`src/pulse_counter_pkg.sv`:
```
package pulse_counter_pkg;

  // Bus and address map
  localparam int axi_data_width = 32;
  localparam int axi_addr_width = 16;
  localparam int addr_lsb = 2;

  localparam int cfg_words = 2;
  localparam int sts_words = 4;
  localparam int cfg_width = cfg_words * axi_data_width;
  localparam int sts_width = sts_words * axi_data_width;
  localparam int cfg_idx_width = $clog2(cfg_words);
  localparam int sts_idx_width = $clog2(sts_words);

  localparam logic [1:0] axi_resp_okay = 2'b00;

  typedef enum logic [1:0] {
    cmd_idle,
    cmd_run,
    cmd_hold,
    cmd_clear
  } cmd_e;

  typedef enum logic [1:0] {
    st_stopped,
    st_counting,
    st_frozen
  } counter_state_e;

  // Word 1 on top, word 0 at the bottom
  typedef struct packed {
    logic [axi_data_width-1:0]                  gate_length;
    logic [cfg_width-axi_data_width-3:0]        reserved;
    cmd_e                                       cmd;
  } cfg_t;

  typedef struct packed {
    logic [sts_width-3*axi_data_width-3:0]      state_pad;
    counter_state_e                             state;
    logic [axi_data_width-1:0]                  windows_done;
    logic [axi_data_width-1:0]                  last_count;
    logic [axi_data_width-1:0]                  live_count;
  } sts_t;

  typedef struct packed {
    logic [axi_addr_width-1:0] addr;
  } axi_addr_t;

  typedef struct packed {
    logic [axi_data_width-1:0] data;
  } axi_wdata_t;

  typedef struct packed {
    logic [axi_data_width-1:0] data;
    logic [1:0]                resp;
  } axi_rdata_t;

endpackage

```
`src/axi_cfg_register.sv`:
```
`timescale 1ns/1ps

module axi_cfg_register
(
  input  logic                          aclk,
  input  logic                          aresetn,
  input  pulse_counter_pkg::axi_addr_t  awaddr,
  input  logic                          awvalid,
  output logic                          awready,
  input  pulse_counter_pkg::axi_wdata_t wdata,
  input  logic                          wvalid,
  output logic                          wready,
  output logic                          bvalid,
  output logic [1:0]                    bresp,
  input  logic                          bready,
  input  pulse_counter_pkg::axi_addr_t  araddr,
  input  logic                          arvalid,
  output logic                          arready,
  output logic                          rvalid,
  output pulse_counter_pkg::axi_rdata_t rdata,
  input  logic                          rready,
  output pulse_counter_pkg::cfg_t       cfg
);
  import pulse_counter_pkg::*;

  logic [cfg_words-1:0][axi_data_width-1:0] cfg_q;
  logic                                     wr_ready;
  logic                                     wr_fire;
  logic                                     bvalid_q;

  logic [axi_data_width-1:0] sel_word;
  logic [axi_data_width-1:0] held_word_q;
  logic [axi_data_width-1:0] rdata_q;
  logic                      arready_q;
  logic                      rvalid_q;
  logic                      ar_pending;
  logic                      r_free;

  // Address and data are taken together once the response slot is free
  assign wr_ready = ~bvalid_q | bready;
  assign wr_fire  = awvalid & wvalid & wr_ready;

  always_ff @(posedge aclk)
  begin
    if (!aresetn)
    begin
      cfg_q[0] <= axi_data_width'(cmd_idle);
      cfg_q[1] <= axi_data_width'(2);
      bvalid_q <= 1'b0;
    end
    else
    begin
      if (wr_fire)
      begin
        cfg_q[awaddr.addr[addr_lsb +: cfg_idx_width]] <= wdata.data;
      end
      bvalid_q <= wr_fire | (bvalid_q & ~bready);
    end
  end

  // Read path
  assign sel_word   = cfg_q[araddr.addr[addr_lsb +: cfg_idx_width]];
  assign ar_pending = ~arready_q | arvalid;
  assign r_free     = ~rvalid_q | rready;

  always_ff @(posedge aclk)
  begin
    if (arready_q)
    begin
      held_word_q <= sel_word;
    end
  end

  always_ff @(posedge aclk)
  begin
    if (!aresetn)
    begin
      arready_q <= 1'b1;
      rvalid_q  <= 1'b0;
    end
    else
    begin
      arready_q <= ~ar_pending | r_free;
      rvalid_q  <= ~r_free | ar_pending;
    end
  end

  always_ff @(posedge aclk)
  begin
    if (ar_pending && r_free)
    begin
      rdata_q <= arready_q ? sel_word : held_word_q;
    end
  end

  assign awready    = wr_ready;
  assign wready     = wr_ready;
  assign bvalid     = bvalid_q;
  assign bresp      = axi_resp_okay;
  assign arready    = arready_q;
  assign rvalid     = rvalid_q;
  assign rdata.data = rdata_q;
  assign rdata.resp = axi_resp_okay;
  assign cfg        = cfg_t'(cfg_q);

endmodule

```
`src/axi_sts_register.sv`:
```
`timescale 1ns/1ps

module axi_sts_register
(
  input  logic                          aclk,
  input  logic                          aresetn,
  input  pulse_counter_pkg::sts_t       sts,
  input  pulse_counter_pkg::axi_addr_t  araddr,
  input  logic                          arvalid,
  output logic                          arready,
  output pulse_counter_pkg::axi_rdata_t rdata,
  output logic                          rvalid,
  input  logic                          rready
);
  import pulse_counter_pkg::*;

  logic [sts_words-1:0][axi_data_width-1:0] word_array;
  logic [axi_data_width-1:0]                sel_word;
  logic [axi_data_width-1:0]                held_word_q;
  logic [axi_data_width-1:0]                rdata_q;
  logic                                     arready_q;
  logic                                     rvalid_q;
  logic                                     ar_pending;
  logic                                     r_free;

  assign word_array = sts;

  // Index wraps since only the bits above the byte offset are used
  assign sel_word = word_array[araddr.addr[addr_lsb +: sts_idx_width]];

  // A read waits to be moved out, or the r slot can take one this cycle
  assign ar_pending = ~arready_q | arvalid;
  assign r_free     = ~rvalid_q | rready;

  // Word as it was at the ar transfer, kept while the response stalls
  always_ff @(posedge aclk)
  begin
    if (arready_q)
    begin
      held_word_q <= sel_word;
    end
  end

  always_ff @(posedge aclk)
  begin
    if (!aresetn)
    begin
      arready_q <= 1'b1;
      rvalid_q  <= 1'b0;
    end
    else
    begin
      arready_q <= ~ar_pending | r_free;
      rvalid_q  <= ~r_free | ar_pending;
    end
  end

  always_ff @(posedge aclk)
  begin
    if (ar_pending && r_free)
    begin
      rdata_q <= arready_q ? sel_word : held_word_q;
    end
  end

  assign arready    = arready_q;
  assign rvalid     = rvalid_q;
  assign rdata.data = rdata_q;
  assign rdata.resp = axi_resp_okay;

endmodule

```
`src/gated_pulse_counter.sv`:
```
`timescale 1ns/1ps

module gated_pulse_counter
(
  input  logic                    aclk,
  input  logic                    aresetn,
  input  pulse_counter_pkg::cfg_t cfg,
  input  logic                    pulse_in,
  output pulse_counter_pkg::sts_t sts
);
  import pulse_counter_pkg::*;

  counter_state_e            state_q;
  cmd_e                      cmd_q;
  logic                      pulse_prev_q;
  logic                      rise;
  logic                      window_end;
  logic [axi_data_width-1:0] gate_len;
  logic [axi_data_width-1:0] timer_q;
  logic [axi_data_width-1:0] live_q;
  logic [axi_data_width-1:0] last_q;
  logic [axi_data_width-1:0] windows_q;

  // Windows shorter than 2 cycles are stretched to 2
  assign gate_len = (cfg.gate_length < axi_data_width'(2)) ? axi_data_width'(2)
                                                           : cfg.gate_length;

  assign rise       = pulse_in & ~pulse_prev_q;
  assign window_end = (state_q == st_counting) && (timer_q == gate_len - 1'b1);

  always_ff @(posedge aclk)
  begin
    if (!aresetn)
    begin
      state_q      <= st_stopped;
      cmd_q        <= cmd_idle;
      pulse_prev_q <= 1'b0;
      timer_q      <= '0;
      live_q       <= '0;
      last_q       <= '0;
      windows_q    <= '0;
    end
    else
    begin
      // Command goes through one register stage before it acts
      cmd_q        <= cfg.cmd;
      pulse_prev_q <= pulse_in;

      if (state_q == st_counting)
      begin
        if (window_end)
        begin
          last_q    <= live_q + axi_data_width'(rise);
          live_q    <= '0;
          windows_q <= windows_q + 1'b1;
          timer_q   <= '0;
        end
        else
        begin
          live_q  <= live_q + axi_data_width'(rise);
          timer_q <= timer_q + 1'b1;
        end
      end

      case (cmd_q)
        cmd_run:
        begin
          state_q <= st_counting;
          // A fresh start opens a new window, a resume from frozen does not
          if (state_q == st_stopped)
          begin
            timer_q <= '0;
            live_q  <= '0;
          end
        end
        cmd_hold:
        begin
          state_q <= st_frozen;
        end
        cmd_clear:
        begin
          state_q   <= st_stopped;
          timer_q   <= '0;
          live_q    <= '0;
          last_q    <= '0;
          windows_q <= '0;
        end
        default:
        begin
          state_q <= st_stopped;
        end
      endcase
    end
  end

  always_comb
  begin
    sts.live_count   = live_q;
    sts.last_count   = last_q;
    sts.windows_done = windows_q;
    sts.state        = state_q;
    sts.state_pad    = '0;
  end

endmodule

```
`src/pulse_counter_system.sv`:
```
`timescale 1ns/1ps

module pulse_counter_system
(
  input  logic                          aclk,
  input  logic                          aresetn,
  input  pulse_counter_pkg::axi_addr_t  cfg_awaddr,
  input  logic                          cfg_awvalid,
  output logic                          cfg_awready,
  input  pulse_counter_pkg::axi_wdata_t cfg_wdata,
  input  logic                          cfg_wvalid,
  output logic                          cfg_wready,
  output logic                          cfg_bvalid,
  output logic [1:0]                    cfg_bresp,
  input  logic                          cfg_bready,
  input  pulse_counter_pkg::axi_addr_t  cfg_araddr,
  input  logic                          cfg_arvalid,
  output logic                          cfg_arready,
  output logic                          cfg_rvalid,
  output pulse_counter_pkg::axi_rdata_t cfg_rdata,
  input  logic                          cfg_rready,
  input  pulse_counter_pkg::axi_addr_t  sts_araddr,
  input  logic                          sts_arvalid,
  output logic                          sts_arready,
  output logic                          sts_rvalid,
  output pulse_counter_pkg::axi_rdata_t sts_rdata,
  input  logic                          sts_rready,
  input  logic                          pulse_in
);
  import pulse_counter_pkg::*;

  cfg_t cfg_bus;
  sts_t sts_bus;

  axi_cfg_register u_cfg
  (
    .aclk    (aclk),
    .aresetn (aresetn),
    .awaddr  (cfg_awaddr),
    .awvalid (cfg_awvalid),
    .awready (cfg_awready),
    .wdata   (cfg_wdata),
    .wvalid  (cfg_wvalid),
    .wready  (cfg_wready),
    .bvalid  (cfg_bvalid),
    .bresp   (cfg_bresp),
    .bready  (cfg_bready),
    .araddr  (cfg_araddr),
    .arvalid (cfg_arvalid),
    .arready (cfg_arready),
    .rvalid  (cfg_rvalid),
    .rdata   (cfg_rdata),
    .rready  (cfg_rready),
    .cfg     (cfg_bus)
  );

  gated_pulse_counter u_counter
  (
    .aclk     (aclk),
    .aresetn  (aresetn),
    .cfg      (cfg_bus),
    .pulse_in (pulse_in),
    .sts      (sts_bus)
  );

  axi_sts_register u_sts
  (
    .aclk    (aclk),
    .aresetn (aresetn),
    .sts     (sts_bus),
    .araddr  (sts_araddr),
    .arvalid (sts_arvalid),
    .arready (sts_arready),
    .rdata   (sts_rdata),
    .rvalid  (sts_rvalid),
    .rready  (sts_rready)
  );

endmodule

```
`config.mk`:
```
export PLATFORM = sky130hd
export DESIGN_NAME = pulse_counter_system
export DESIGN_NICKNAME = d
export VERILOG_FILES = /design/src/pulse_counter_pkg.sv /design/src/axi_cfg_register.sv /design/src/axi_sts_register.sv /design/src/gated_pulse_counter.sv /design/src/pulse_counter_system.sv
export SDC_FILE = /design/constraint.sdc
export NUM_CORES = 1
export LEC_CHECK = 0
export BUFFER_PORTS_ARGS = -buffer_cell sky130_fd_sc_hd__buf_2
export CORE_MARGIN = 2
export CORE_UTILIZATION = 45
export DETAILED_ROUTE_END_ITERATION = 8
export MAX_ROUTING_LAYER = met4
export PLACE_DENSITY = 0.62
export REMOVE_ABC_BUFFERS = 1
export SLEW_MARGIN = 5
export SYNTH_ARGS = -nofsm -noshare
export SYNTH_HDL_FRONTEND = slang
export SYNTH_HIERARCHICAL = 1
export SYNTH_SLANG_ARGS = --single-unit
```
`constraint.sdc`:
```
create_clock -name aclk -period 4.7 [get_ports aclk]
set_clock_uncertainty 0.15 [all_clocks]
set_input_delay 0 -clock aclk [delete_from_list [all_inputs] [get_ports aclk]]
set_output_delay 0 -clock aclk [all_outputs]
set_load 0.03 [all_outputs]
```
* After elaboration in Yosys (flattened, before gate mapping)
Cells that the tools add are included.
Storage, ports and cells: flip-flop bits (word level) 330, bits of input ports 90, output and inout port bits 77, logic and storage cells 84
Operators by class: $add $sub $neg 4, order comparisons 5, eq/ne operators 5, muxes and demuxes 19, bitwise operators 26, reduce and logical (&&, ||, !) cells 7
Operator list (number):
- $mux 32 | 13
- $pmux 32 s2 | 2
- $add 32x1->32 const B | 2
- $bmux 32 s2 | 1
- $bwmux 64 | 1
- $add 32x1->32 | 1
- $demux 32 s1 | 1
- $eq 32x32->1 | 1
- $lt 32x2->1 const B | 1
- $sub 32x1->32 const B | 1
- $not 1->1 | 12
- $or 1x1->1 | 10
- $and 1x1->1 | 4
- $eq 2x1->1 const B | 2
- $eq 2x2->1 const B | 2
- $logic_and 1x1->1 | 4
- $lt 1x2->1 const B | 2
- $pmux 2 s2 | 1
- $lt 2x3->1 const B | 1
- $logic_not 2->1 | 1
- $reduce_and 2->1 | 1
- $reduce_or 2->1 | 1
- $ge 1x1->1 const B | 1

* Logic depth before layout (Yosys ltp)
word-level depth 9, gate-level depth with buffers 18, depth with buffers taken out 14

* By module
The synthesis kept the hierarchy.
By module, submodules not included:
- gated_pulse_counter | instances 1, cells an instance 970, area an instance 7921.3 sq um, sequential area each 2662.6 sq um
- axi_cfg_register | instances 1, cells an instance 434, area an instance 4847.1 sq um, sequential area each 2942.8 sq um
- axi_sts_register | instances 1, cells an instance 221, area an instance 3052.9 sq um, sequential area each 1641.6 sq um

* Least setup slack after synthesis
Ideal clock, no wire load.
path type register to register, from register u_cfg.cfg_q (netlist bit u_cfg/cfg[58]), to register u_counter.windows_q[4], library setup time 59 ps, arrival time 4699 ps, data required time 4491 ps, slack -209 ps, stages on the path, launching flop included 18, buffers on the path 3, clock period less this slack 4909 ps, path through dfxtp_1 > buf_6 > or4_4 > nor4_1 > nand4_1 > nand2_1 > ha_1 > clkbuf_1 > nor3b_1 > nand4_2 > or3_1 > a211o_1 > nor4b_1 > nand4b_1 > or4b_1 > buf_2 > or4_1 > nand2_1
On the way: cells in the longest elaborated chain, start to end 6
Ends and longest elaborated chain:
- from (decl) | line axi_cfg_register.sv:26 | logic [cfg_words-1:0][axi_data_width-1:0] cfg_q;
- from (signal, indexed assignment) | line axi_cfg_register.sv:55 | cfg_q[awaddr.addr[addr_lsb +: cfg_idx_width]] <= wdata.data;
- $lt 32x2->1 | line gated_pulse_counter.sv:25 | assign gate_len = (cfg.gate_length < axi_data_width'(2)) ? axi_data_width'(2)
- $mux 32 * | line gated_pulse_counter.sv:25
- $sub 32x1->32 * | line gated_pulse_counter.sv:29 | assign window_end = (state_q == st_counting) && (timer_q == gate_len - 1'b1);
- $eq 32x32->1 * | line gated_pulse_counter.sv:29
- $logic_and 1x1->1 * | line gated_pulse_counter.sv:29
- $reduce_and 2->1 (no source line) *
- to (signal assigned) | line gated_pulse_counter.sv:55 | windows_q <= windows_q + 1'b1;
- to (decl) | line gated_pulse_counter.sv:22 | logic [axi_data_width-1:0] windows_q;
Mark *: on every way between the ends. The rest lies on a longest branch, timed or not. A chain may end at the register's enable or synchronous reset.

* Worst setup path in the final report
from register u_cfg.cfg_q (netlist bit u_cfg/cfg[61]), to register u_counter.windows_q[22]
The elaborated chain is that of the path after synthesis.

==> impl_metrics.csv <==
group,metric,value,unit
sta,final_period_minus_worst_setup_slack,4.60,ns
logic_synthesis,synth_commonest_cells,"sky130_fd_sc_hd__dfxtp_1 (266), sky130_fd_sc_hd__mux2i_1 (201), sky130_fd_sc_hd__nand2_1 (177)",
setup_path,crit_type,"reg -> reg",
setup_path,start_kind,"register",
grt,antenna_found_initial,1,
floorplanning,die-area,36700,µm²
clock_network,clk_pin_slew_worst_paths,0.06,ns
route,route.detailed.wl_per_inst,17.0,µm
clock_network,cts_tree,"built",
placed_design,placement.setup.worst_slack,-0.330,ns
floorplanning,initial_cell_density_of_the_core,45.8,%
placed_design,total_placed_cells_including_tap_cells,2185,
logic_synthesis,post-synth-top-count-cell,"sky130_fd_sc_hd__dfxtp_1",
placed_design,finalWeightedCongestion,0.966,
route,detail_route.first_pass.iterations,5,
setup_path,cp-end-kind,"register",
route,vias,12400,
sta,hold_viol,0,
sta,slew_violations,0,
sta,holdWs,0.0168,ns
logic_synthesis,ys_seq_elements,330,
route,drcViolationCount,0,
floorplanning,die_y,192,µm
placed_design,port_buffers,116,
logic_synthesis,syn_avg_cell_area,9.74,µm²
job,max_cap_violations,0,
sta,min_period_over_period,97.9,%
setup_path,cp_data_required_time,5.01,ns
route,routed_wl,39.5,mm
floorplanning,floorplan.core_area,34500,µm²
logic_synthesis,post-synth-top-area-cell,"sky130_fd_sc_hd__dfxtp_1",
clock_network,clock_latency,0.53,ns
cells_and_area,final_cells,2318,
sta,worst-slew-pin-transition,1.16,ns
route,antenna_violating_nets_post_route,0,
setup_path,critical_path_peak_fanout,25,
logic_synthesis,synth_top_area_share,33.7,%
clock_network,clockRootBuffer,"sky130_fd_sc_hd__clkbuf_16",
cells_and_area,area_delta_synth_final,21.4,%
worst_hold_path,hold_path.class,"in -> reg",
clock_network,cts_inserted_buffers,38,
placed_design,place.detailed.hpwl,26.6,mm
grt,grt_start_max_net_pins,67,
sta,grt_setup_unrepaired,"true",
logic_synthesis,ys_seq_area_share,45.8,%
grt,track_usage,21.5,%
sta,clock.fmax,217,MHz
cells_and_area,fin_util,55.6,%
grt,grt_remaining_overflow,0,
setup_path,signal_arrival_time_at_the_worst_endpoint,4.91,ns
route,routed_via_density,5.36,
logic_synthesis,synthDistinctLibCells,75,
route,drt_first_iter_violations,562,
logic_synthesis,ys.warnings.count,6,
logic_synthesis,synth-async-reset-ratio,0,%
logic_synthesis,synth_flop_type,"sky130_fd_sc_hd__dfxtp_1",
clock_network,clock_sink_count,330,
logic_synthesis,syn_area,15800,µm²
power_and_ir_drop,p_leak,7.93,nW
logic_synthesis,synth_enable_flop_cells,64,
sta,setup_violations,0,
floorplanning,ios,167,
floorplanning,site_row_count,68,
power_and_ir_drop,power_density,350,nW/µm²
status,status,"finished, final reports clean",
cells_and_area,fraction_of_layout_instances_using_a_drive_strength_above_1,18.9,%
sta,fin_ws,0.0990,ns
grt,grt_first_pass_wirelength,61.5,mm
cells_and_area,finalNetCount,1930,
power_and_ir_drop,vdd.ir_drop.worst,0.000337,V
sta,maxSlewHeadroom,22.1,%
grt,grt_pass1_vias,11700,
logic_synthesis,syn-instance-count,1625,
clock_network,clock_tree.buffer_depth,3,
clock_network,htree_levels,2,
logic_synthesis,synth.area.top_cells,"sky130_fd_sc_hd__dfxtp_1 (34%), sky130_fd_sc_hd__mux2i_1 (13%), sky130_fd_sc_hd__edfxtp_1 (12%), sky130_fd_sc_hd__nand2_1 (4.2%), sky130_fd_sc_hd__nor2_1 (4.0%)",
power_and_ir_drop,power.total,6.72,mW
floorplanning,dieWidth,192,µm
flip-flops by register name, indices dropped and copies added, names as in the netlist:
register / count
u_cfg/arready: 1
u_cfg/bvalid: 1
u_cfg/cfg: 64
u_cfg/held_word_q: 32
u_cfg/rdata_q: 32
u_cfg/rvalid: 1
u_counter/cmd_q: 2
u_counter/last_q: 32
u_counter/live_q: 32
u_counter/pulse_prev_q: 1
u_counter/state_q: 2
u_counter/timer_q: 32
u_counter/windows_q: 32
u_sts/arready: 1
u_sts/held_word_q: 32
u_sts/rdata_q: 32
u_sts/rvalid: 1
routing by layer:
layer	track usage, %	part of all wire [%]
met1	26.2	44
met2	36.8	49
met3	3.41	4.5
met4	6.04	2.2
met5	-	0
cells in the final DEF (no fill, tap or decap), types with 22 or more instances in the layout:
| master | count |
|---|---|
| sky130_fd_sc_hd__dfxtp_1 | 265 |
| sky130_fd_sc_hd__mux2i_1 | 200 |
| sky130_fd_sc_hd__nand2_1 | 177 |
| sky130_fd_sc_hd__nor2_1 | 167 |
| sky130_fd_sc_hd__buf_2 | 114 |
| sky130_fd_sc_hd__buf_4 | 87 |
| sky130_fd_sc_hd__a21oi_1 | 64 |
| sky130_fd_sc_hd__edfxtp_1 | 64 |
| sky130_fd_sc_hd__xor2_1 | 58 |
| sky130_fd_sc_hd__nand3_1 | 54 |
| sky130_fd_sc_hd__xnor2_1 | 53 |
| sky130_fd_sc_hd__dlygate4sd3_1 | 52 |
| sky130_fd_sc_hd__clkbuf_16 | 43 |
| sky130_fd_sc_hd__nand2b_1 | 42 |
| sky130_fd_sc_hd__conb_1 | 36 |
| sky130_fd_sc_hd__or4_1 | 28 |
| sky130_fd_sc_hd__nand4_1 | 24 |
| sky130_fd_sc_hd__o31ai_1 | 22 |
where the power goes:
group	switching (mW)	internal (mW)	total [mW]
Sequential	0.0280	2.98	3.01
Clock	1.17	1.91	3.07
Combinational	0.392	0.242	0.633
Total	1.59	5.13	6.72
through the flow:
stage | TNS [ns] | instance area (µm²)
after floorplan | -77.55 | 15200
after global placement | -28.76 | 17100
after detailed placement | -20.82 | 17100
after CTS | 0 | 18900
after global routing | -3.74 | 19200
final | 0 | 19200
logic make-up (layout without fill, tap and decap cells):
group / after synthesis / in the layout / share of synthesized area (%)
compound gates: 194 / 194 / 9.08
xor+xnor: 111 / 111 / 6.14
fa+ha+maj: 8 / 8 / 0.633
buf+inv: 145 / 348 / 5.07
flops: 330 / 330 / 45.8
mux: 202 / 202 / 12.8
other cells: 3 / 37 / 0.0712
simple gates: 632 / 633 / 20.4
worst max-delay path: stages, from the launching register on:
cell and delay [ns]:
sky130_fd_sc_hd__dfxtp_1 0.31, sky130_fd_sc_hd__or4_4 0.55, sky130_fd_sc_hd__buf_6 0.14, sky130_fd_sc_hd__nor4_4 0.27
sky130_fd_sc_hd__nand4_1 0.14, sky130_fd_sc_hd__nand2_1 0.10, sky130_fd_sc_hd__ha_2 0.20, sky130_fd_sc_hd__nor3b_4 0.20
sky130_fd_sc_hd__nand4_2 0.14, sky130_fd_sc_hd__or3_1 0.38, sky130_fd_sc_hd__a211o_1 0.32, sky130_fd_sc_hd__a2111oi_2 0.31
sky130_fd_sc_hd__o2111ai_1 0.19, sky130_fd_sc_hd__nand4bb_4 0.26, sky130_fd_sc_hd__buf_12 0.19, sky130_fd_sc_hd__or4_4 0.52
sky130_fd_sc_hd__a21oi_2 0.16
path summary, 6_finish.rpt:
kind | from | to | slack, ns | depth (start not counted)
worst max-delay path | u_cfg/cfg[61] | u_counter/windows_q[22] | 0.1 | 16
worst min-delay path | sts_araddr[3] | u_sts/held_word_q[5] | 0.02 | 4
worst max register to register | u_cfg/cfg[61] | u_counter/windows_q[22] | 0.1 | 16
worst min register to register | u_cfg/cfg[13] | u_cfg/cfg[13] | 0.30 | 2
area by class of cell:
cell class                      instances  area (µm²)
Sequential cell                       330        7250
Inverter                               13        48.8
Antenna cell                            1        2.50
Fill cell                            3103       15300
Timing Repair Buffer                  265        1920
Clock buffer                           55        1140
Clock inverter                         15         180
Tap cell                              455         569
Multi-Input combinational cell       1184        8090
repair_timing:
action / CTS / global route
cloned: 0 / 4
setup buffers: 0 / 6
endpoints found under the setup margin: 126 / 128
hold endpoints to repair: 76 / 0
resized for setup: 5 / 40
hold buffers: 52 / 0
pin swaps: 0 / 19
Power figures use the tool's default switching activity.
